[src/rtl/bounce_pkg.sv]
// Shared types and game constants for the bee dodging game
`default_nettype none

package bounce_pkg;

    typedef logic [7:0] x_t;
    typedef logic [6:0] y_t;
    typedef logic [2:0] colour_t;

    typedef struct packed {
        logic x_left;
        logic y_up;
    } heading_t;

    typedef enum logic [1:0] {
        PLOT_IDLE,
        PLOT_ERASE,
        PLOT_DRAW
    } plot_state_t;

    // Playfield borders inside the 160x120 screen
    localparam x_t X_MIN = 8'd4;
    localparam x_t X_MAX = 8'd152;
    localparam y_t Y_MIN = 7'd24;
    localparam y_t Y_MAX = 7'd112;
    localparam int FIELD_W = 160;
    localparam int FIELD_H = 120;
    localparam int HIT_RADIUS = 3;

    localparam colour_t COLOUR_BG = 3'd0;
    localparam colour_t COLOUR_BEE = 3'd6;
    localparam colour_t COLOUR_BEE_OFF = 3'd7;
    localparam colour_t COLOUR_PLAYER_LOW = 3'd4;
    localparam colour_t COLOUR_PLAYER_MID = 3'd5;
    localparam colour_t COLOUR_PLAYER_HIGH = 3'd1;

    localparam x_t PLAYER_START_X = 8'd80;
    localparam y_t PLAYER_START_Y = 7'd60;
    localparam logic [1:0] LIVES_START = 2'd3;
    localparam logic [1:0] LIVES_AFTER_OVER = 2'd2;

    localparam int NUM_BEES = 4;
    // Player plus every bee on the pixel port
    localparam int NUM_SRCS = NUM_BEES + 1;
    localparam int SRC_W = $clog2(NUM_SRCS);

    // Tick periods in clocks
    localparam int FAST_MOVE_CYCLES = 8;
    localparam int SLOW_MOVE_CYCLES = 16;
    localparam int SCORE_CYCLES = 64;
    localparam int TICK_CNT_W = $clog2(SCORE_CYCLES);

endpackage

`default_nettype wire

[src/rtl/plot_if.sv]
// Pixel request channel from a sprite to the pixel port arbiter
`timescale 1ns/1ps
`default_nettype none

interface plot_if;

    import bounce_pkg::*;

    logic valid;
    logic ready;
    x_t x;
    y_t y;
    colour_t colour;

    modport source (output valid, output x, output y, output colour, input ready);

    modport sink (input valid, input x, input y, input colour, output ready);

endinterface

`default_nettype wire

[src/rtl/game_timer.sv]
// Move tick and score tick generators
`timescale 1ns/1ps
`default_nettype none

module game_timer
    (
    input logic CLOCK_50,
    input logic reset,
    input logic fast,
    output logic move_tick,
    output logic score_tick
    );

    import bounce_pkg::*;

    logic [TICK_CNT_W-1:0] move_cnt;
    logic [TICK_CNT_W-1:0] score_cnt;
    logic [TICK_CNT_W-1:0] move_reload;

    // Speed is sampled at every reload
    assign move_reload = fast ? TICK_CNT_W'(FAST_MOVE_CYCLES - 1)
                              : TICK_CNT_W'(SLOW_MOVE_CYCLES - 1);

    assign move_tick = (move_cnt == '0);
    assign score_tick = (score_cnt == '0);

    always_ff @(posedge CLOCK_50)
    begin
        if (reset)
        begin
            move_cnt <= move_reload;
            score_cnt <= TICK_CNT_W'(SCORE_CYCLES - 1);
        end
        else
        begin
            move_cnt <= move_tick ? move_reload : move_cnt - 1'b1;
            score_cnt <= score_tick ? TICK_CNT_W'(SCORE_CYCLES - 1) : score_cnt - 1'b1;
        end
    end

endmodule

`default_nettype wire

[src/rtl/player_mover.sv]
// Player sprite position, key steering, respawn and erase/draw sequencing
`timescale 1ns/1ps
`default_nettype none

module player_mover
    (
    input logic CLOCK_50,
    input logic reset,
    input logic move_tick,
    input logic [3:0] keys,
    input logic [1:0] lives,
    input logic respawn,
    output logic respawn_done,
    output bounce_pkg::x_t player_x,
    output bounce_pkg::y_t player_y,
    plot_if.source plot
    );

    import bounce_pkg::*;

    plot_state_t state;
    colour_t colour_q;
    colour_t draw_colour;
    x_t next_x;
    y_t next_y;
    logic xfer;

    assign xfer = plot.valid && plot.ready;

    // Player turns redder as lives run out
    always_comb
    begin
        case (lives)
            2'd0: draw_colour = COLOUR_PLAYER_LOW;
            2'd1: draw_colour = COLOUR_PLAYER_MID;
            default: draw_colour = COLOUR_PLAYER_HIGH;
        endcase
    end

    // keys[3] up, keys[2] down, keys[1] left, keys[0] right
    // Opposite keys cancel each other
    always_comb
    begin
        if (respawn)
        begin
            next_x = PLAYER_START_X;
            next_y = PLAYER_START_Y;
        end
        else
        begin
            next_x = player_x + x_t'(keys[0]) - x_t'(keys[1]);
            next_y = player_y + y_t'(keys[2]) - y_t'(keys[3]);
        end
    end

    always_ff @(posedge CLOCK_50)
    begin
        if (reset)
        begin
            state <= PLOT_IDLE;
            player_x <= PLAYER_START_X;
            player_y <= PLAYER_START_Y;
            respawn_done <= 1'b0;
        end
        else
        begin
            respawn_done <= 1'b0;
            case (state)
                PLOT_IDLE:
                    // A tick while busy is simply skipped
                    if (move_tick)
                        state <= PLOT_ERASE;
                PLOT_ERASE:
                    if (xfer)
                    begin
                        player_x <= next_x;
                        player_y <= next_y;
                        respawn_done <= respawn;
                        state <= PLOT_DRAW;
                    end
                PLOT_DRAW:
                    if (xfer)
                        state <= PLOT_IDLE;
                default:
                    state <= PLOT_IDLE;
            endcase
        end
    end

    // Colour held fixed while the draw waits for ready
    always_ff @(posedge CLOCK_50)
    begin
        if (state == PLOT_ERASE && xfer)
            colour_q <= draw_colour;
    end

    // Erase shows the old spot and draw the new one
    assign plot.valid = (state != PLOT_IDLE);
    assign plot.x = player_x;
    assign plot.y = player_y;
    assign plot.colour = (state == PLOT_DRAW) ? colour_q : COLOUR_BG;

endmodule

`default_nettype wire

[src/rtl/bee_mover.sv]
// One bee bouncing diagonally off the field borders, with erase/draw sequencing
`timescale 1ns/1ps
`default_nettype none

module bee_mover
    #(
    parameter bounce_pkg::x_t START_X = 8'd30,
    parameter bounce_pkg::y_t START_Y = 7'd48,
    parameter bounce_pkg::heading_t START_HEADING = '0
    )
    (
    input logic CLOCK_50,
    input logic reset,
    input logic move_tick,
    input logic enable,
    output bounce_pkg::x_t bee_x,
    output bounce_pkg::y_t bee_y,
    plot_if.source plot
    );

    import bounce_pkg::*;

    plot_state_t state;
    heading_t heading;
    heading_t next_heading;
    colour_t colour_q;
    logic xfer;

    assign xfer = plot.valid && plot.ready;

    // Bounce off the borders before stepping
    always_comb
    begin
        next_heading = heading;
        if (bee_x >= X_MAX)
            next_heading.x_left = 1'b1;
        else if (bee_x <= X_MIN)
            next_heading.x_left = 1'b0;
        if (bee_y == Y_MAX)
            next_heading.y_up = 1'b1;
        else if (bee_y == Y_MIN)
            next_heading.y_up = 1'b0;
    end

    always_ff @(posedge CLOCK_50)
    begin
        if (reset)
        begin
            state <= PLOT_IDLE;
            heading <= START_HEADING;
            bee_x <= START_X;
            bee_y <= START_Y;
        end
        else
        begin
            case (state)
                PLOT_IDLE:
                    if (move_tick)
                        state <= PLOT_ERASE;
                PLOT_ERASE:
                    if (xfer)
                    begin
                        heading <= next_heading;
                        bee_x <= next_heading.x_left ? bee_x - 1'b1 : bee_x + 1'b1;
                        bee_y <= next_heading.y_up ? bee_y - 1'b1 : bee_y + 1'b1;
                        state <= PLOT_DRAW;
                    end
                PLOT_DRAW:
                    if (xfer)
                        state <= PLOT_IDLE;
                default:
                    state <= PLOT_IDLE;
            endcase
        end
    end

    // Disabled bees still fly, drawn in white
    always_ff @(posedge CLOCK_50)
    begin
        if (state == PLOT_ERASE && xfer)
            colour_q <= enable ? COLOUR_BEE : COLOUR_BEE_OFF;
    end

    assign plot.valid = (state != PLOT_IDLE);
    assign plot.x = bee_x;
    assign plot.y = bee_y;
    assign plot.colour = (state == PLOT_DRAW) ? colour_q : COLOUR_BG;

endmodule

`default_nettype wire

[src/rtl/collision_lives.sv]
// Wall and bee collision detection, lives count, respawn request and game over
`timescale 1ns/1ps
`default_nettype none

module collision_lives
    (
    input logic CLOCK_50,
    input logic reset,
    input logic move_tick,
    input bounce_pkg::x_t player_x,
    input bounce_pkg::y_t player_y,
    input bounce_pkg::x_t bee_x [bounce_pkg::NUM_BEES],
    input bounce_pkg::y_t bee_y [bounce_pkg::NUM_BEES],
    input logic [bounce_pkg::NUM_BEES-1:0] bee_enable,
    input logic respawn_done,
    output logic [1:0] lives,
    output logic respawn,
    output logic game_over
    );

    import bounce_pkg::*;

    x_t [NUM_BEES-1:0] dx;
    y_t [NUM_BEES-1:0] dy;
    logic [NUM_BEES-1:0] near;
    logic wall_hit;
    logic hit;

    assign wall_hit = (player_x >= X_MAX) || (player_x <= X_MIN)
                   || (player_y >= Y_MAX) || (player_y <= Y_MIN);

    // Box test around each enabled bee
    for (genvar i = 0; i < NUM_BEES; i++)
    begin : g_near
        assign dx[i] = (player_x >= bee_x[i]) ? player_x - bee_x[i] : bee_x[i] - player_x;
        assign dy[i] = (player_y >= bee_y[i]) ? player_y - bee_y[i] : bee_y[i] - player_y;
        assign near[i] = bee_enable[i] && (dx[i] <= x_t'(HIT_RADIUS))
                      && (dy[i] <= y_t'(HIT_RADIUS));
    end

    assign hit = wall_hit || (|near);

    always_ff @(posedge CLOCK_50)
    begin
        if (reset)
        begin
            lives <= LIVES_START;
            respawn <= 1'b0;
            game_over <= 1'b0;
        end
        else
        begin
            game_over <= 1'b0;
            if (respawn_done)
                respawn <= 1'b0;
            else if (move_tick && !respawn && hit)
            begin
                respawn <= 1'b1;
                // Hit with no lives left restarts the game
                if (lives == 2'd0)
                begin
                    lives <= LIVES_AFTER_OVER;
                    game_over <= 1'b1;
                end
                else
                    lives <= lives - 1'b1;
            end
        end
    end

endmodule

`default_nettype wire

[src/rtl/score_keeper.sv]
// Running score and high score registers
`timescale 1ns/1ps
`default_nettype none

module score_keeper
    (
    input logic CLOCK_50,
    input logic reset,
    input logic score_tick,
    input logic game_over,
    output logic [7:0] score,
    output logic [7:0] high_score
    );

    always_ff @(posedge CLOCK_50)
    begin
        if (reset)
        begin
            score <= 8'd0;
            high_score <= 8'd0;
        end
        else
        begin
            if (game_over)
                score <= 8'd0;
            else if (score_tick)
                score <= score + 8'd1;
            // Survives game over
            if (score > high_score)
                high_score <= score;
        end
    end

endmodule

`default_nettype wire

[src/rtl/plot_arbiter.sv]
// Fixed priority arbiter merging the sprite pixel requests onto one pixel port
`timescale 1ns/1ps
`default_nettype none

module plot_arbiter
    (
    plot_if.sink player_plot,
    plot_if.sink bee_plot [bounce_pkg::NUM_BEES],
    input logic CLOCK_50,
    input logic reset,
    input logic pixel_ready,
    output logic pixel_valid,
    output bounce_pkg::x_t pixel_x,
    output bounce_pkg::y_t pixel_y,
    output bounce_pkg::colour_t pixel_colour
    );

    import bounce_pkg::*;

    logic [NUM_SRCS-1:0] req;
    x_t [NUM_SRCS-1:0] src_x;
    y_t [NUM_SRCS-1:0] src_y;
    colour_t [NUM_SRCS-1:0] src_colour;
    logic [SRC_W-1:0] pick;
    logic [SRC_W-1:0] grant;
    logic [SRC_W-1:0] grant_q;
    logic locked;

    // Source 0 is the player
    assign req[0] = player_plot.valid;
    assign src_x[0] = player_plot.x;
    assign src_y[0] = player_plot.y;
    assign src_colour[0] = player_plot.colour;
    assign player_plot.ready = pixel_ready && pixel_valid && (grant == '0);

    for (genvar i = 0; i < NUM_BEES; i++)
    begin : g_bee
        assign req[i + 1] = bee_plot[i].valid;
        assign src_x[i + 1] = bee_plot[i].x;
        assign src_y[i + 1] = bee_plot[i].y;
        assign src_colour[i + 1] = bee_plot[i].colour;
        assign bee_plot[i].ready = pixel_ready && pixel_valid && (grant == SRC_W'(i + 1));
    end

    // Lowest index wins
    always_comb
    begin
        pick = '0;
        for (int i = NUM_SRCS - 1; i >= 0; i--)
        begin
            if (req[i])
                pick = SRC_W'(i);
        end
    end

    // A stalled request keeps its grant until it transfers
    assign grant = locked ? grant_q : pick;

    assign pixel_valid = |req;
    assign pixel_x = src_x[grant];
    assign pixel_y = src_y[grant];
    assign pixel_colour = src_colour[grant];

    always_ff @(posedge CLOCK_50)
    begin
        if (reset)
        begin
            locked <= 1'b0;
            grant_q <= '0;
        end
        else
        begin
            locked <= pixel_valid && !pixel_ready;
            grant_q <= grant;
        end
    end

endmodule

`default_nettype wire

[src/rtl/bounce_top.sv]
// Top level of the bee dodging game logic
`timescale 1ns/1ps
`default_nettype none

module bounce_top
    (
    input logic CLOCK_50,
    input logic reset,
    input logic [3:0] keys,
    input logic fast,
    input logic [bounce_pkg::NUM_BEES-1:0] bee_enable,
    input logic pixel_ready,
    output logic pixel_valid,
    output bounce_pkg::x_t pixel_x,
    output bounce_pkg::y_t pixel_y,
    output bounce_pkg::colour_t pixel_colour,
    output logic [1:0] lives,
    output logic [7:0] score,
    output logic [7:0] high_score,
    output logic game_over
    );

    import bounce_pkg::*;

    logic move_tick;
    logic score_tick;
    logic respawn;
    logic respawn_done;
    x_t player_x;
    y_t player_y;
    x_t bee_x [NUM_BEES];
    y_t bee_y [NUM_BEES];

    plot_if player_plot ();
    plot_if bee_plot [NUM_BEES] ();

    game_timer i_timer (
        .CLOCK_50(CLOCK_50), .reset(reset), .fast(fast),
        .move_tick(move_tick), .score_tick(score_tick)
    );

    player_mover i_player (
        .CLOCK_50(CLOCK_50), .reset(reset), .move_tick(move_tick), .keys(keys),
        .lives(lives), .respawn(respawn), .respawn_done(respawn_done),
        .player_x(player_x), .player_y(player_y), .plot(player_plot)
    );

    // Bee start spots and headings
    bee_mover #(.START_X(8'd30), .START_Y(7'd48),
                .START_HEADING('{x_left: 1'b0, y_up: 1'b0})) i_bee0 (
        .CLOCK_50(CLOCK_50), .reset(reset), .move_tick(move_tick), .enable(bee_enable[0]),
        .bee_x(bee_x[0]), .bee_y(bee_y[0]), .plot(bee_plot[0])
    );

    bee_mover #(.START_X(8'd34), .START_Y(7'd74),
                .START_HEADING('{x_left: 1'b1, y_up: 1'b0})) i_bee1 (
        .CLOCK_50(CLOCK_50), .reset(reset), .move_tick(move_tick), .enable(bee_enable[1]),
        .bee_x(bee_x[1]), .bee_y(bee_y[1]), .plot(bee_plot[1])
    );

    bee_mover #(.START_X(8'd103), .START_Y(7'd89),
                .START_HEADING('{x_left: 1'b0, y_up: 1'b1})) i_bee2 (
        .CLOCK_50(CLOCK_50), .reset(reset), .move_tick(move_tick), .enable(bee_enable[2]),
        .bee_x(bee_x[2]), .bee_y(bee_y[2]), .plot(bee_plot[2])
    );

    bee_mover #(.START_X(8'd67), .START_Y(7'd100),
                .START_HEADING('{x_left: 1'b1, y_up: 1'b1})) i_bee3 (
        .CLOCK_50(CLOCK_50), .reset(reset), .move_tick(move_tick), .enable(bee_enable[3]),
        .bee_x(bee_x[3]), .bee_y(bee_y[3]), .plot(bee_plot[3])
    );

    collision_lives i_collision (
        .CLOCK_50(CLOCK_50), .reset(reset), .move_tick(move_tick),
        .player_x(player_x), .player_y(player_y), .bee_x(bee_x), .bee_y(bee_y),
        .bee_enable(bee_enable), .respawn_done(respawn_done),
        .lives(lives), .respawn(respawn), .game_over(game_over)
    );

    score_keeper i_score (
        .CLOCK_50(CLOCK_50), .reset(reset), .score_tick(score_tick), .game_over(game_over),
        .score(score), .high_score(high_score)
    );

    plot_arbiter i_arbiter (
        .player_plot(player_plot), .bee_plot(bee_plot),
        .CLOCK_50(CLOCK_50), .reset(reset), .pixel_ready(pixel_ready),
        .pixel_valid(pixel_valid), .pixel_x(pixel_x), .pixel_y(pixel_y),
        .pixel_colour(pixel_colour)
    );

endmodule

`default_nettype wire

[config.mk]
export PLATFORM = sky130hd
export DESIGN_NAME = bounce_top
export DESIGN_NICKNAME = d
export VERILOG_FILES = /design/src/rtl/bounce_pkg.sv /design/src/rtl/plot_if.sv /design/src/rtl/game_timer.sv /design/src/rtl/player_mover.sv /design/src/rtl/bee_mover.sv /design/src/rtl/collision_lives.sv /design/src/rtl/score_keeper.sv /design/src/rtl/plot_arbiter.sv /design/src/rtl/bounce_top.sv
export SDC_FILE = /design/constraint.sdc
export NUM_CORES = 1
export LEC_CHECK = 0
export ABC_CLOCK_PERIOD_IN_PS = 6500
export BUFFER_PORTS_ARGS = -buffer_cell sky130_fd_sc_hd__clkbuf_2
export CAP_MARGIN = 20
export CORE_AREA = 2 2 199 201
export DETAILED_ROUTE_END_ITERATION = 10
export DIE_AREA = 0 0 201 203
export SLEW_MARGIN = 20
export SYNTH_ARGS = -nofsm -noshare
export SYNTH_HDL_FRONTEND = slang
export SYNTH_HIERARCHICAL = 1
export SYNTH_SLANG_ARGS = --single-unit
[constraint.sdc]
create_clock -name CLOCK_50 -period 6.5 [get_ports CLOCK_50]
set_input_delay 0.325 -clock CLOCK_50 [delete_from_list [all_inputs] [get_ports CLOCK_50]]
set_output_delay 0.325 -clock CLOCK_50 [all_outputs]
set_load 0.1 [all_outputs]
Word level (Yosys, flattened, before mapping)
Index checks and enable logic that the tools add are counted.
{"block": "word_totals", "reg_bits": 145, "latch_bits": 0, "ram_bits": 0, "rom_bits": 0, "in_bits": 12, "n_memories": 0}
{"block": "op_classes", "add_sub_neg": 40, "multipliers": 0, "div_mod_pow": 0, "magnitude_cmp": 30, "eq_ne": 38, "shifts": 0, "muxes": 77, "bitwise": 4, "reduce_logical": 65}
{"cell": "$mux W8", "n": 10}
{"cell": "$mux W7", "n": 10}
{"cell": "$sub A8 B8 Y8", "n": 8}
{"cell": "$sub A7 B7 Y7", "n": 8}
{"cell": "$add A8 B1 Y8 const B", "n": 5}
{"cell": "$ge A8 B8 Y1 const B", "n": 5}
{"cell": "$le A8 B3 Y1 const B", "n": 5}
{"cell": "$mux W3", "n": 12}
{"cell": "$ge A8 B8 Y1", "n": 4}
{"cell": "$le A8 B2 Y1 const B", "n": 4}
{"cell": "$sub A8 B1 Y8 const B", "n": 4}
{"cell": "$ne A2 B1 Y1 const B", "n": 15}
{"cell": "$pmux W2 S3", "n": 5}
{"cell": "$add A7 B1 Y7 const B", "n": 4}
{"cell": "$eq A7 B5 Y1 const B", "n": 4}
{"cell": "$eq A7 B7 Y1 const B", "n": 4}
{"cell": "$ge A7 B7 Y1", "n": 4}
{"cell": "$le A7 B2 Y1 const B", "n": 4}
{"cell": "$sub A7 B1 Y7 const B", "n": 4}
{"cell": "$logic_and A1 B1 Y1", "n": 27}
{"cell": "$bmux W8 S3", "n": 1}
{"cell": "$mux W2", "n": 12}
{"cell": "$bmux W7 S3", "n": 1}
{"cell": "$mux W1", "n": 21}
{"cell": "other kinds (32)", "n": 73}

Longest topological paths before layout
Gate-level depths: netlist (run 1).
{"block": "depth", "word_depth": 12, "ltp_mapped": 13}

Cells and area by module
The synthesis (run 1) kept the hierarchy.
{"module": "collision_lives", "n_inst": 1, "cells_per_inst": 738, "area_per_inst_um2": 5415.2, "seq_area_each_um2": 80.1}
{"module": "player_mover", "n_inst": 1, "cells_per_inst": 185, "area_per_inst_um2": 1545.2, "seq_area_each_um2": 420.4}
{"module": "bee_mover (i_bee1)", "n_inst": 1, "cells_per_inst": 169, "area_per_inst_um2": 1470.2, "seq_area_each_um2": 410.4}
{"module": "bee_mover (i_bee0)", "n_inst": 1, "cells_per_inst": 169, "area_per_inst_um2": 1468.9, "seq_area_each_um2": 410.4}
{"module": "bee_mover (i_bee2)", "n_inst": 1, "cells_per_inst": 166, "area_per_inst_um2": 1458.9, "seq_area_each_um2": 410.4}
{"module": "bee_mover (i_bee3)", "n_inst": 1, "cells_per_inst": 166, "area_per_inst_um2": 1447.6, "seq_area_each_um2": 410.4}
{"module": "score_keeper", "n_inst": 1, "cells_per_inst": 111, "area_per_inst_um2": 1012.2, "seq_area_each_um2": 320.3}
{"module": "plot_arbiter", "n_inst": 1, "cells_per_inst": 113, "area_per_inst_um2": 982.2, "seq_area_each_um2": 80.1}
{"module": "game_timer", "n_inst": 1, "cells_per_inst": 52, "area_per_inst_um2": 513.0, "seq_area_each_um2": 240.2}

Least setup slack after synthesis (run 1)
Ideal clock, no wire load.
{"block": "synth_path", "path_type": "flip-flop to flip-flop", "startpoint": "reg i_player.player_y[1]", "endpoint": "reg i_collision.lives[1]", "arrival_time_ns": 3.509, "required_time_ns": 6.428, "path_slack_ns": 2.920, "stages_incl_launch_ff": 11, "path_buffers": 0, "period_less_slack_ns": 3.580, "cell_sequence": "dfxtp_1 inv_1 ha_1 nand2_1 o211ai_1 a31oi_1 mux2_2 or3_2 a221oi_2 o31a_2 mux2i_1"}
{"block": "synth_via", "elab_chain_len": 8, "word_cells_on_any_way": 32, "classes_between": "add/sub: 8; order compare: 10; mux: 4; reduce/logical: 10"}
{"item": "start, declared", "line_no": "player_mover.sv:15", "text": "output bounce_pkg::y_t player_y,"}
{"item": "start signal, assigned", "line_no": "player_mover.sv:77", "text": "player_y <= next_y;"}
{"item": "$sub A7 B7 Y7 / $ge A7 B7 Y1 (equally long branches)", "line_no": "collision_lives.sv:36", "text": "assign dy[i] = (player_y >= bee_y[i]) ? player_y - bee_y[i] : bee_y[i] - player_y;"}
{"item": "$mux W7", "line_no": "collision_lives.sv:36"}
{"item": "$le A7 B2 Y1", "line_no": "collision_lives.sv:38", "text": "&& (dy[i] <= y_t'(HIT_RADIUS));"}
{"item": "$logic_and A1 B1 Y1", "line_no": "collision_lives.sv:38"}
{"item": "$reduce_or A4 Y1", "line_no": "collision_lives.sv:41", "text": "assign hit = wall_hit || (|near);"}
{"item": "$logic_or A1 B1 Y1 *", "line_no": "collision_lives.sv:41"}
{"item": "$logic_and A1 B1 Y1 *", "line_no": "collision_lives.sv:56", "text": "else if (move_tick && !respawn && hit)"}
{"item": "$reduce_and A2 Y1 (no line) *"}
{"item": "end signal, assigned", "line_no": "collision_lives.sv:66", "text": "lives <= lives - 1'b1;"}
{"item": "end, declared", "line_no": "collision_lives.sv:16", "text": "output logic [1:0] lives,"}
Every way passes the cells marked *; elsewhere a longest branch is shown, timed or not.
A chain may end at the register's enable or synchronous reset.

Worst setup path after layout (run 1)
Ends and elaborated chain as after synthesis.

==> metrics, run 1 <==
1st-iter DRT viols=884; largest fanout on the critical path=15; Arrival @ worst endpoint=4.57 ns; Max Slew Vio Count=0; Vias per Instance=around 5.7; mapped cell area=15300 µm²; Clk pin slew, worst setup/hold paths=0.07 ns; top layer used by detailed routing=met4; initial antenna violation count=1; sequential fraction of the synthesis area=18.2%; DP Wirelength=~30000 µm; VDD IR max=between 0.1 and 0.15 mV; RSZ-0062 raised after global routing=false; Synth async-reset ratio=0%; Root Buffer=clkbuf_16; final setup TNS=0 ns; DRC viols=0; post-CTS sizing=0; Mapped Cells=1869; actual slew at the worst max-slew pin=0.976 ns; crit end category=register; fraction of layout cells with a size suffix above 1=8.38%; crit path kind=reg2reg; Seq cells post-synth=136; metal1 wirelength=19100 µm; total wire length=40800 µm; global-route wire length before repair=65100 µm; Period minus WS final=4.20 ns; EDFF count, synth=6; Req. time, crit path=6.88 ns; H-tree Lvls=4; post-route cell area=~16000 µm²; final net count=2024; Hold/Removal Path Class=in2reg; Total Power=0.00198 W; antenna-violating nets left=0; GRT Residual Overflow=0; clock latency at the later pin of the worst-skew pair=0.45 ns; Core Rows=72; largest net degree at the start of global routing=55; CTS max path bufs=2; Clk pwr share=53.5%; Psw=0.000504 W; max-cap viol count=0; DRT Pass-1 Iters=5; Clock Sinks=approximately 140; chip height=203 µm; I/O Pins=50; via count=13200; CTS tree=yes; # hold bufs at CTS=0; GPL Wtd Cong=0.925; placed instance area=~15000 µm²; Sequential Power Share=between 40% and 50%; Cell variety after synth=103; wire length on met3=around 1800 µm; critical path launch point type=register; syn_area_per_cell=8.19 µm²; die area=approximately 40000 µm²; cell area power density=124 nW/µm²; Combinational Power Share=between 3 and 4%; Core Region=roughly 38000 µm²; Area Growth Syn to Fin=4.11%; Initial Util=between 30 and 40%; fin crit share=64.6%; Total Routing Usage GR=slightly below 20%; Post-CTS Setup Repair Bufs=0; IO buf count=49; Fin. Hold Viols=0; Max Clock Freq=0.238 GHz; status=finished clean; DR WL met2=19100 µm; antenna diode count=0; sw frac=25.5%; leakage=about 7 nW; Worst slew margin=a little over a third; leading register cell type out of synthesis=dfxtp_1; leading cell type in the layout, fill and taps excluded=ha_1; Syn Nets=about 2100; vias in the first global route=12600; die width=between 200 and 250 µm; CTS buffer count=17; most frequent cells in the layout=186 x ha_1, 174 x inv_1, 152 x nand2_1; Max Clock Skew=0.0108 ns; yosys warns=6; wire length per cell=17.5 µm; Pint=0.00148 W; Finish-stage setup viols=0
final timing paths:
kind                        startpoint              endpoint  slack [ns]  depth (start not counted)
hold / removal                    fast   i_timer/move_cnt[3]        0.04                          2
setup / recovery  i_player/player_y[1]  i_collision/lives[1]        2.30                         10
hold reg to reg   i_timer/score_cnt[0]  i_timer/score_cnt[0]        0.40                          1
setup reg to reg  i_player/player_y[1]  i_collision/lives[1]        2.30                         10
logic make-up after synthesis:
| logic type | count (synthesis) | share of synthesized area, % |
|---|---|---|
| DFF | 136 | 18.2 |
| other | 1 | 0.0245 |
| muxes | 78 | 5.21 |
| and+or+nand+nor | 512 | 18.5 |
| xor gates and xnor gates | 85 | 4.86 |
| buffers and inverters | 317 | 10.2 |
| adders and majority gates | 212 | 18.6 |
| AOI/OAI and AO/OA | 528 | 24.4 |
sequential cells by signal, indices dropped and copies added, names as in the netlist, 8 cells and up:
register,count
i_bee2/bee_x,8
i_bee0/bee_x,8
i_player/player_x,8
i_score/score,8
i_bee3/bee_x,8
i_score/high_score,8
i_bee1/bee_x,8
power by group through the flow:
stage / clock (W) / sequential, W / combinational (W)
2_1_floorplan: 0 / 0.000864 / 0.0000550
3_3_place_gp: 0 / 0.000865 / 0.0000738
3_5_place_dp: 0 / 0.000865 / 0.0000748
4_1_cts: 0.00108 / 0.000846 / 0.0000751
5_1_grt: 0.00111 / 0.000846 / 0.0000811
6_report: 0.00106 / 0.000846 / 0.0000748
per-stage QoR:
| stage | hold slack [ns] | cells | utilization (%) | setup slack [ns] |
|---|---|---|---|---|
| global placement | 0.375 | 2299 | 39.8 | 2.41 |
| global route | 0.0420 | 2331 | 41.4 | 1.96 |
| detailed placement | 0.387 | 2299 | 39.8 | 2.31 |
| floorplan | 0.366 | 1869 | - | 2.92 |
| CTS | 0.0271 | 2331 | 41.4 | 2.28 |
| finish | 0.0443 | 2331 | 41.4 | 2.30 |
routing by layer:
| metal | vias to the layer above | global-route usage (%) |
|---|---|---|
| met5 | - | 0 |
| li1 | 6514 | - |
| met3 | 48 | 2.34 |
| met4 | 0 | 6.88 |
| met2 | 325 | 33.2 |
| met1 | 6323 | 26.1 |
area by class of cell:
class                   count  area (µm²)
clock buffers              17         425
flip-flops and latches    136        2780
fillers                  3876       22500
clock inverters            15         189
well taps                 518         648
repair buffers             52         270
inverters                 177         664
multi-input cells        1416       11000
critical path, stage by stage, from the launching register on:
cell and delay, ns:
dfxtp_1 0.84, inv_1 0.45, ha_1 0.44, nand2_1 0.09, o211ai_1 0.10, a31oi_1 0.54
mux2_2 0.41, or3_2 0.48, a221oi_2 0.36, o31a_2 0.22, mux2i_1 0.18
synth_stat cells, types with 27 or more instances:
master    number  area [µm²]
xnor2_1       49         429
xor2_1        36         315
o211ai_1      36         270
nor2_1        81         304
o21a_1        31         233
o21ai_0       46         230
ha_1         186        2330
dfxtp_1      130        2600
buf_4         82         616
nor3_1        27         135
a21oi_1      134         671
nand2_1      152         571
a21o_1        65         488
nand3_1       32         160
mux2i_1       73         731
clkbuf_1      35         131
inv_1        174         653
a211oi_1      27         203
Note: power is estimated with default switching activity, not from simulation.
==> inputs of run 2 (changes only) <==
--- a/config.mk
+++ b/config.mk
@@ -5,12 +5,13 @@
 export SDC_FILE = /design/constraint.sdc
 export NUM_CORES = 1
 export LEC_CHECK = 0
-export ABC_CLOCK_PERIOD_IN_PS = 6500
+export ABC_AREA = 1
+export ABC_CLOCK_PERIOD_IN_PS = 4370
 export BUFFER_PORTS_ARGS = -buffer_cell sky130_fd_sc_hd__clkbuf_2
 export CAP_MARGIN = 20
-export CORE_AREA = 2 2 199 201
+export CORE_AREA = 2 2 205 207
 export DETAILED_ROUTE_END_ITERATION = 10
-export DIE_AREA = 0 0 201 203
+export DIE_AREA = 0 0 207 209
 export SLEW_MARGIN = 20
 export SYNTH_ARGS = -nofsm -noshare
 export SYNTH_HDL_FRONTEND = slang
==> constraint.sdc (replaced) <==
create_clock -name CLOCK_50 -period 4.37 [get_ports CLOCK_50]
set_input_delay 0.2185 -clock CLOCK_50 [delete_from_list [all_inputs] [get_ports CLOCK_50]]
set_output_delay 0.2185 -clock CLOCK_50 [all_outputs]
set_load 0.1 [all_outputs]
==> run 2 against run 1 <==
Effect of this change:
- setup slack got worse by 1.3 ns
- via count increased by 17%
- highest routed layer unchanged
- critical endpoint unchanged
- hold slack got worse by 0.023 ns
- sequential share of layout area decreased by 1.0 points
- largest cell class unchanged
- cell count increased by 31%
==> metrics, run 2 <==
Finish-stage setup viols=0; via count=15400; worst reg2reg path startpoint=i_player/player_x[1]; I/O Pins=50; reg2reg path depth=19; Area Growth Syn to Fin=4.21%; count leader, synth=nand2_1; Syn Nets=2787; Combinational Power Share=14.7%; RSZ-0062 raised after global routing=false; Fillers=4372; max-cap viol count=0; sw frac=between 20 and 30%; Mapped Cells=2563; DRT Pass-1 Iters=5; DP Wirelength=roughly 35000 µm; 1st-iter DRT viols=1107; Initial Util=approximately two fifths; Seq cells post-synth=136; Arrival @ worst endpoint=3.71 ns; antenna-violating nets left=0; Root Buffer=clkbuf_16; H-tree Lvls=4; final net count=between 2000 and 3000; Clk pwr share=between 40% and 50%; global-route wire length before repair=74500 µm; R2R setup slack=about 1 ns; Core Rows=75; Reg area=2780 µm²; vias in the first global route=14400; chip height=209 µm; IO buf count=49; Hold/Removal Path Class=in2reg; largest net degree at the start of global routing=37; status=finished clean; antenna diode count=0; actual slew at the worst max-slew pin=0.703 ns; multi-input logic area=11000 µm²; Vias per Instance=5.03; VDD IR max=0.246 mV; final setup TNS=0 ns; yosys warns=6; Worst slew margin=53.1%; CTS buffer count=17; leakage=9.02 nW; Clock Sinks=136; largest fanout on the critical path=14; top post-synthesis cells by area=nand2_1 18%, dfxtp_1 16%, ha_1 14%; wire length per cell=15.0 µm; CTS tree=yes; Hold Path End=i_bee3/colour_q[0]; Pint=0.00234 W; syn_area_per_cell=6.35 µm²; die area=~43000 µm²; crit end category=register; EDFF count, synth=6; hold slack final=0.0208 ns; Period minus WS final=3.37 ns; Hold Crit Depth=2; GRT Residual Overflow=0; Clk pin slew, worst setup/hold paths=0.07 ns; Total Routing Usage GR=21.3%; Post-synth top cells=768 x nand2_1, 367 x inv_1, 204 x nand3_1; Reg2Reg Capture Point=i_collision/lives[1]; CTS max path bufs=2; mapped cell area=16300 µm²; Max Clock Skew=0.0100 ns; fraction of layout cells with a size suffix above 1=10.5%; Max Clock Freq=0.297 GHz; DRC viols=0; Psw=between 0.0009 and 0.001 W; Fin. Hold Viols=0; Yosys top cell by area=nand2_1; leading cell type in the layout, fill and taps excluded=nand2_1; top cell type's share of synthesized area=about 18%; Req. time, crit path=4.71 ns; Post-Layout Cell Count=around 3000; GPL Wtd Cong=0.948; Synth async-reset ratio=0%; post-CTS sizing=0; total wire length=45800 µm; most frequent cells in the layout=768 x nand2_1, 367 x inv_1, 204 x nand3_1; clock latency at the later pin of the worst-skew pair=0.46 ns; Max Slew Vio Count=0; fin crit share=between 70% and 80%; crit path kind=reg2reg; die width=207 µm; Core Region=41300 µm²; Placed Instances=3031; initial antenna violation count=0; leading register cell type out of synthesis=dfxtp_1; Cell variety after synth=57; # hold bufs at CTS=2; critical path launch point type=register; sequential fraction of the synthesis area=17.1%; Sequential Power Share=38.9%; Worst Min Path Start=bee_enable[3]; Post-CTS Setup Repair Bufs=0; cell area power density=196 nW/µm²
## run 2: stage by stage
| stage | cell area (µm²) | worst slack [ns] | power (W) | utilization, % |
|---|---|---|---|---|
| 6_report | 17000 | 1.00 | 0.00333 | 41.1 |
| 5_1_grt | 17000 | 0.733 | 0.00347 | 41.1 |
| 4_1_cts | 17000 | 1.02 | 0.00337 | 41.1 |
| 3_5_place_dp | 16300 | 1.00 | 0.00181 | 39.5 |
| 3_3_place_gp | 16300 | 1.10 | 0.00180 | 39.5 |
| 2_1_floorplan | 16300 | 1.68 | 0.00175 | - |
## run 2: power groups by stage
stage | Sequential (W) | Clock, W | Combinational, W
5_1_grt | 0.00130 | 0.00163 | 0.000537
2_1_floorplan | 0.00144 | 0 | 0.000314
4_1_cts | 0.00129 | 0.00159 | 0.000492
3_5_place_dp | 0.00132 | 0 | 0.000490
3_3_place_gp | 0.00132 | 0 | 0.000485
6_report | 0.00129 | 0.00155 | 0.000489
## run 2: kinds of logic after synthesis
logic type	after synthesis	share of synthesized area, %
AOI/OAI and AO/OA	301	10.6
adders and majority gates	212	17.5
other	1	0.0230
xor gates and xnor gates	66	3.55
DFF	136	17.1
buffers and inverters	534	15.3
and+or+nand+nor	1313	35.9
## run 2: per-layer routing
metal / up-vias / track usage (%) / wire length (µm)
met5: - / 0 / 0
met4: 0 / 8.57 / 1520
met3: 72 / 3.04 / 1820
met2: 341 / 35.3 / 20800
met1: 7106 / 27.9 / 21700
li1: 7895 / - / -
## run 2: cell type report
| type | instances | area share (%) |
|---|---|---|
| tap | 539 | 3.98 |
| multi-input combinational | 1893 | 64.9 |
| inverter | 399 | 8.89 |
| clock buffer | 21 | 2.78 |
| timing repair buffer | 66 | 2.23 |
| sequential | 136 | 16.4 |
| clock inverter | 10 | 0.834 |
## run 2: worst max path at each step
stage	start	end	slack, ns	cells after the start
floorplan	i_player/player_y[1]	i_collision/lives[1]	1.68	17
global placement	i_player/player_x[1]	i_collision/lives[0]	1.10	19
detailed placement	i_player/player_x[1]	i_collision/lives[1]	1.00	19
CTS	i_player/player_x[1]	i_collision/lives[1]	1.02	19
global route	i_player/player_x[1]	i_collision/lives[1]	0.73	20
finish	i_player/player_x[1]	i_collision/lives[1]	1.00	19
## run 2: critical path, cell delays in order (launching register included)
cell     delay [ns]
dfxtp_1        0.73
inv_1          0.41
ha_1           0.40
nand2_1        0.05
inv_1          0.09
nand2_1        0.07
nand2_1        0.11
nand2_1        0.06
nand2_1        0.08
nand4_1        0.11
nor2_1         0.12
nand2_1        0.07
nand2_1        0.15
nand3_1        0.11
nor2_1         0.23
nor2_1         0.09
nand2_2        0.12
nand3_1        0.10
nand2_1        0.08
nand3_1        0.07
==> inputs of run 3 (changes only) <==
--- a/config.mk
+++ b/config.mk
@@ -5,13 +5,13 @@
 export SDC_FILE = /design/constraint.sdc
 export NUM_CORES = 1
 export LEC_CHECK = 0
-export ABC_AREA = 1
-export ABC_CLOCK_PERIOD_IN_PS = 4370
+export ABC_AREA = 0
+export ABC_CLOCK_PERIOD_IN_PS = 2800
 export BUFFER_PORTS_ARGS = -buffer_cell sky130_fd_sc_hd__clkbuf_2
 export CAP_MARGIN = 20
-export CORE_AREA = 2 2 205 207
+export CORE_AREA = 2 2 199 201
 export DETAILED_ROUTE_END_ITERATION = 10
-export DIE_AREA = 0 0 207 209
+export DIE_AREA = 0 0 201 203
 export SLEW_MARGIN = 20
 export SYNTH_ARGS = -nofsm -noshare
 export SYNTH_HDL_FRONTEND = slang
==> constraint.sdc (replaced) <==
create_clock -name CLOCK_50 -period 2.8 [get_ports CLOCK_50]
set_input_delay 0.14 -clock CLOCK_50 [delete_from_list [all_inputs] [get_ports CLOCK_50]]
set_output_delay 0.14 -clock CLOCK_50 [all_outputs]
set_load 0.1 [all_outputs]
==> run 3 against run 2 <==
Effect of this change:
- hold slack gained 0.13 ns
- highest routed layer unchanged
- cell count is 11% lower
- global-route usage increased by 1.4 points
- sequential cell count unchanged
- maximum frequency is 5.1% higher
- first-iteration DRC count down 14%
- setup slack worse by 1.4 ns
- the flow now finishes with violations (setup timing)
- register-to-register slack worse by 1.4 ns
- sequential power grew 52%
- clock power rose by 60%
- via count down 3.6%
==> metrics, run 3 (same netlist as run 1, synthesis figures left out) <==
vias in the first global route=14400; Root Buffer=clkbuf_16; antenna-violating nets left=0; CTS buffer count=17; initial antenna violation count=1; Clk pwr share=53.1%; RSZ-0062 raised after global routing=true; I/O Pins=50; Core Util, Final=52.7%; crit end category=register; Hold/Removal Path Class=in2reg; GPL Wtd Cong=between 0.9 and 1; fin crit share=114%; DRC viols=0; DP Wirelength=roughly 36000 µm; IO buf count=49; status=finished, violations left; most frequent cells in the layout=363 x buf_4, 166 x inv_1, 164 x ha_1; Pint=around 0.0034 W; Finish-stage setup viols=17; failing checks=setup timing; CTS tree=yes; Area Growth Syn to Fin=32.3%; wire length per cell=17.4 µm; chip height=203 µm; Sequential Power Share=42.1%; Worst path top cell family by delay=compound AO/OA/AOI/OAI gates; Initial Util=39.8%; Core Region=between 30000 and 40000 µm²; antenna diode count=0; largest net degree at the start of global routing=51; via count=14900; critical-path cell list=clkinvlp_4 -> buf_12 -> buf_4 -> fa_1 -> nand3_1 -> a211oi_1 -> a31oi_1 -> a2111oi_2 -> buf_4 -> mux2i_1 -> nor4_2 -> a221o_1 -> o31a_2 -> mux2i_1; cell area power density=230 nW/µm²; global-route wire length before repair=roughly 75000 µm; Max Slew Vio Count=0; fin worst setup slack=-0.406 ns; Vias per Instance=between 5 and 6; critical path launch point type=register; Clock Sinks=around 140; Arrival @ worst endpoint=3.55 ns; die width=between 200 and 250 µm; Core Rows=approximately 70; Fillers=3504; final net count=roughly 2400; max-cap viol count=0; largest fanout on the critical path=4; placed instance area=18300 µm²; GRT Residual Overflow=0; Psw=0.00121 W; 1st-iter DRT viols=953; H-tree Lvls=4; crit path kind=reg2reg; Req. time, crit path=3.14 ns; Max Clock Freq=0.312 GHz; Period minus WS final=3.21 ns; Combinational Power Share=4.8%; Clk pin slew, worst setup/hold paths=0.07 ns; CTS max path bufs=2; post-route cell area=approximately 20000 µm²; actual slew at the worst max-slew pin=0.652 ns; leakage=9.13 nW; Reg area=2820 µm²; DRT Pass-1 Iters=5; Fin. Hold Viols=0; Total Routing Usage GR=22.7%; VDD IR max=0.393 mV; multi-input logic area=11800 µm²; Critical-path top delay cell=fa_1; Crit path largest cell delay=around 0.46 ns; fraction of layout cells with a size suffix above 1=31.1%; clock latency at the later pin of the worst-skew pair=0.46 ns; CP Buf/Inv Count=4; Worst slew margin=56.5%; leading cell type in the layout, fill and taps excluded=buf_4; sw frac=26.0%; total wire length=47300 µm; die area=40800 µm²; Max Clock Skew=roughly 0.016 ns
==> run 3: area by class of cell <==
| type | instances | share of cell area, % |
|---|---|---|
| Timing Repair Buffer | 441 | 18.1 |
| Sequential cell | 136 | 13.9 |
| Tap cell | 518 | 3.20 |
| Clock buffer | 19 | 2.29 |
| Inverter | 177 | 3.37 |
| Clock inverter | 13 | 0.766 |
| Multi-Input combinational cell | 1416 | 58.4 |
==> run 3: what timing repair did <==
action                     4_1_cts  5_1_grt
gates cloned                     2        2
hold buffers                     6        0
resized for setup               90      109
setup endpoints to repair       29       50
pin swaps                       36       45
setup buffers                   14       16
hold endpoints to repair         6        0
==> run 3: worst paths after layout <==
check	cells after the start	startpoint	endpoint	slack, ns
max	14	i_player/player_x[1]	i_collision/lives[1]	-0.41
min	4	keys[0]	i_player/player_x[0]	0.15
max reg2reg	14	i_player/player_x[1]	i_collision/lives[1]	-0.41
min reg2reg	1	i_timer/move_cnt[0]	i_timer/move_cnt[0]	0.40
==> run 3: routing by layer <==
| metal | vias to the layer above | share of wire, % | routed length [µm] | global-route usage, % |
|---|---|---|---|---|
| met5 | - | 0 | 0 | 0 |
| met4 | 0 | 2.5 | 1190 | 7.70 |
| met3 | 70 | 5.2 | 2470 | 4.51 |
| met2 | 336 | 48 | 22700 | 38.8 |
| met1 | 7140 | 44 | 20900 | 28.6 |
| li1 | 7312 | - | - | - |
==> run 3: stage by stage <==
| stage | worst slack [ns] | cells | hold WS (ns) | total power [W] | setup TNS [ns] |
|---|---|---|---|---|---|
| 6_report | -0.406 | 2720 | 0.149 | 0.00466 | -1.80 |
| 5_1_grt | -0.528 | 2720 | 0.137 | 0.00478 | -3.77 |
| 4_1_cts | -0.337 | 2704 | 0.125 | 0.00469 | -1.23 |
| 3_5_place_dp | -0.566 | 2650 | 0.327 | 0.00221 | -2.66 |
| 3_3_place_gp | -0.477 | 2650 | 0.320 | 0.00220 | -2.20 |
| 2_1_floorplan | -0.281 | 1869 | 0.212 | 0.00213 | -0.927 |
==> run 3: power by group through the flow <==
stage	Combinational [W]	Sequential [W]	Clock, W
4_1_cts	0.000218	0.00196	0.00251
2_1_floorplan	0.000128	0.00200	0
5_1_grt	0.000241	0.00196	0.00258
6_report	0.000226	0.00196	0.00248
3_5_place_dp	0.000201	0.00201	0
3_3_place_gp	0.000196	0.00201	0
==> run 3: worst min-delay path: cells and delay by family <==
family | cells | cell delay (ns)
simple gates | 1 | 0.07
buf+inv | 1 | 0.08
fa+ha+maj | 1 | 0.14
compound gates | 1 | 0.13
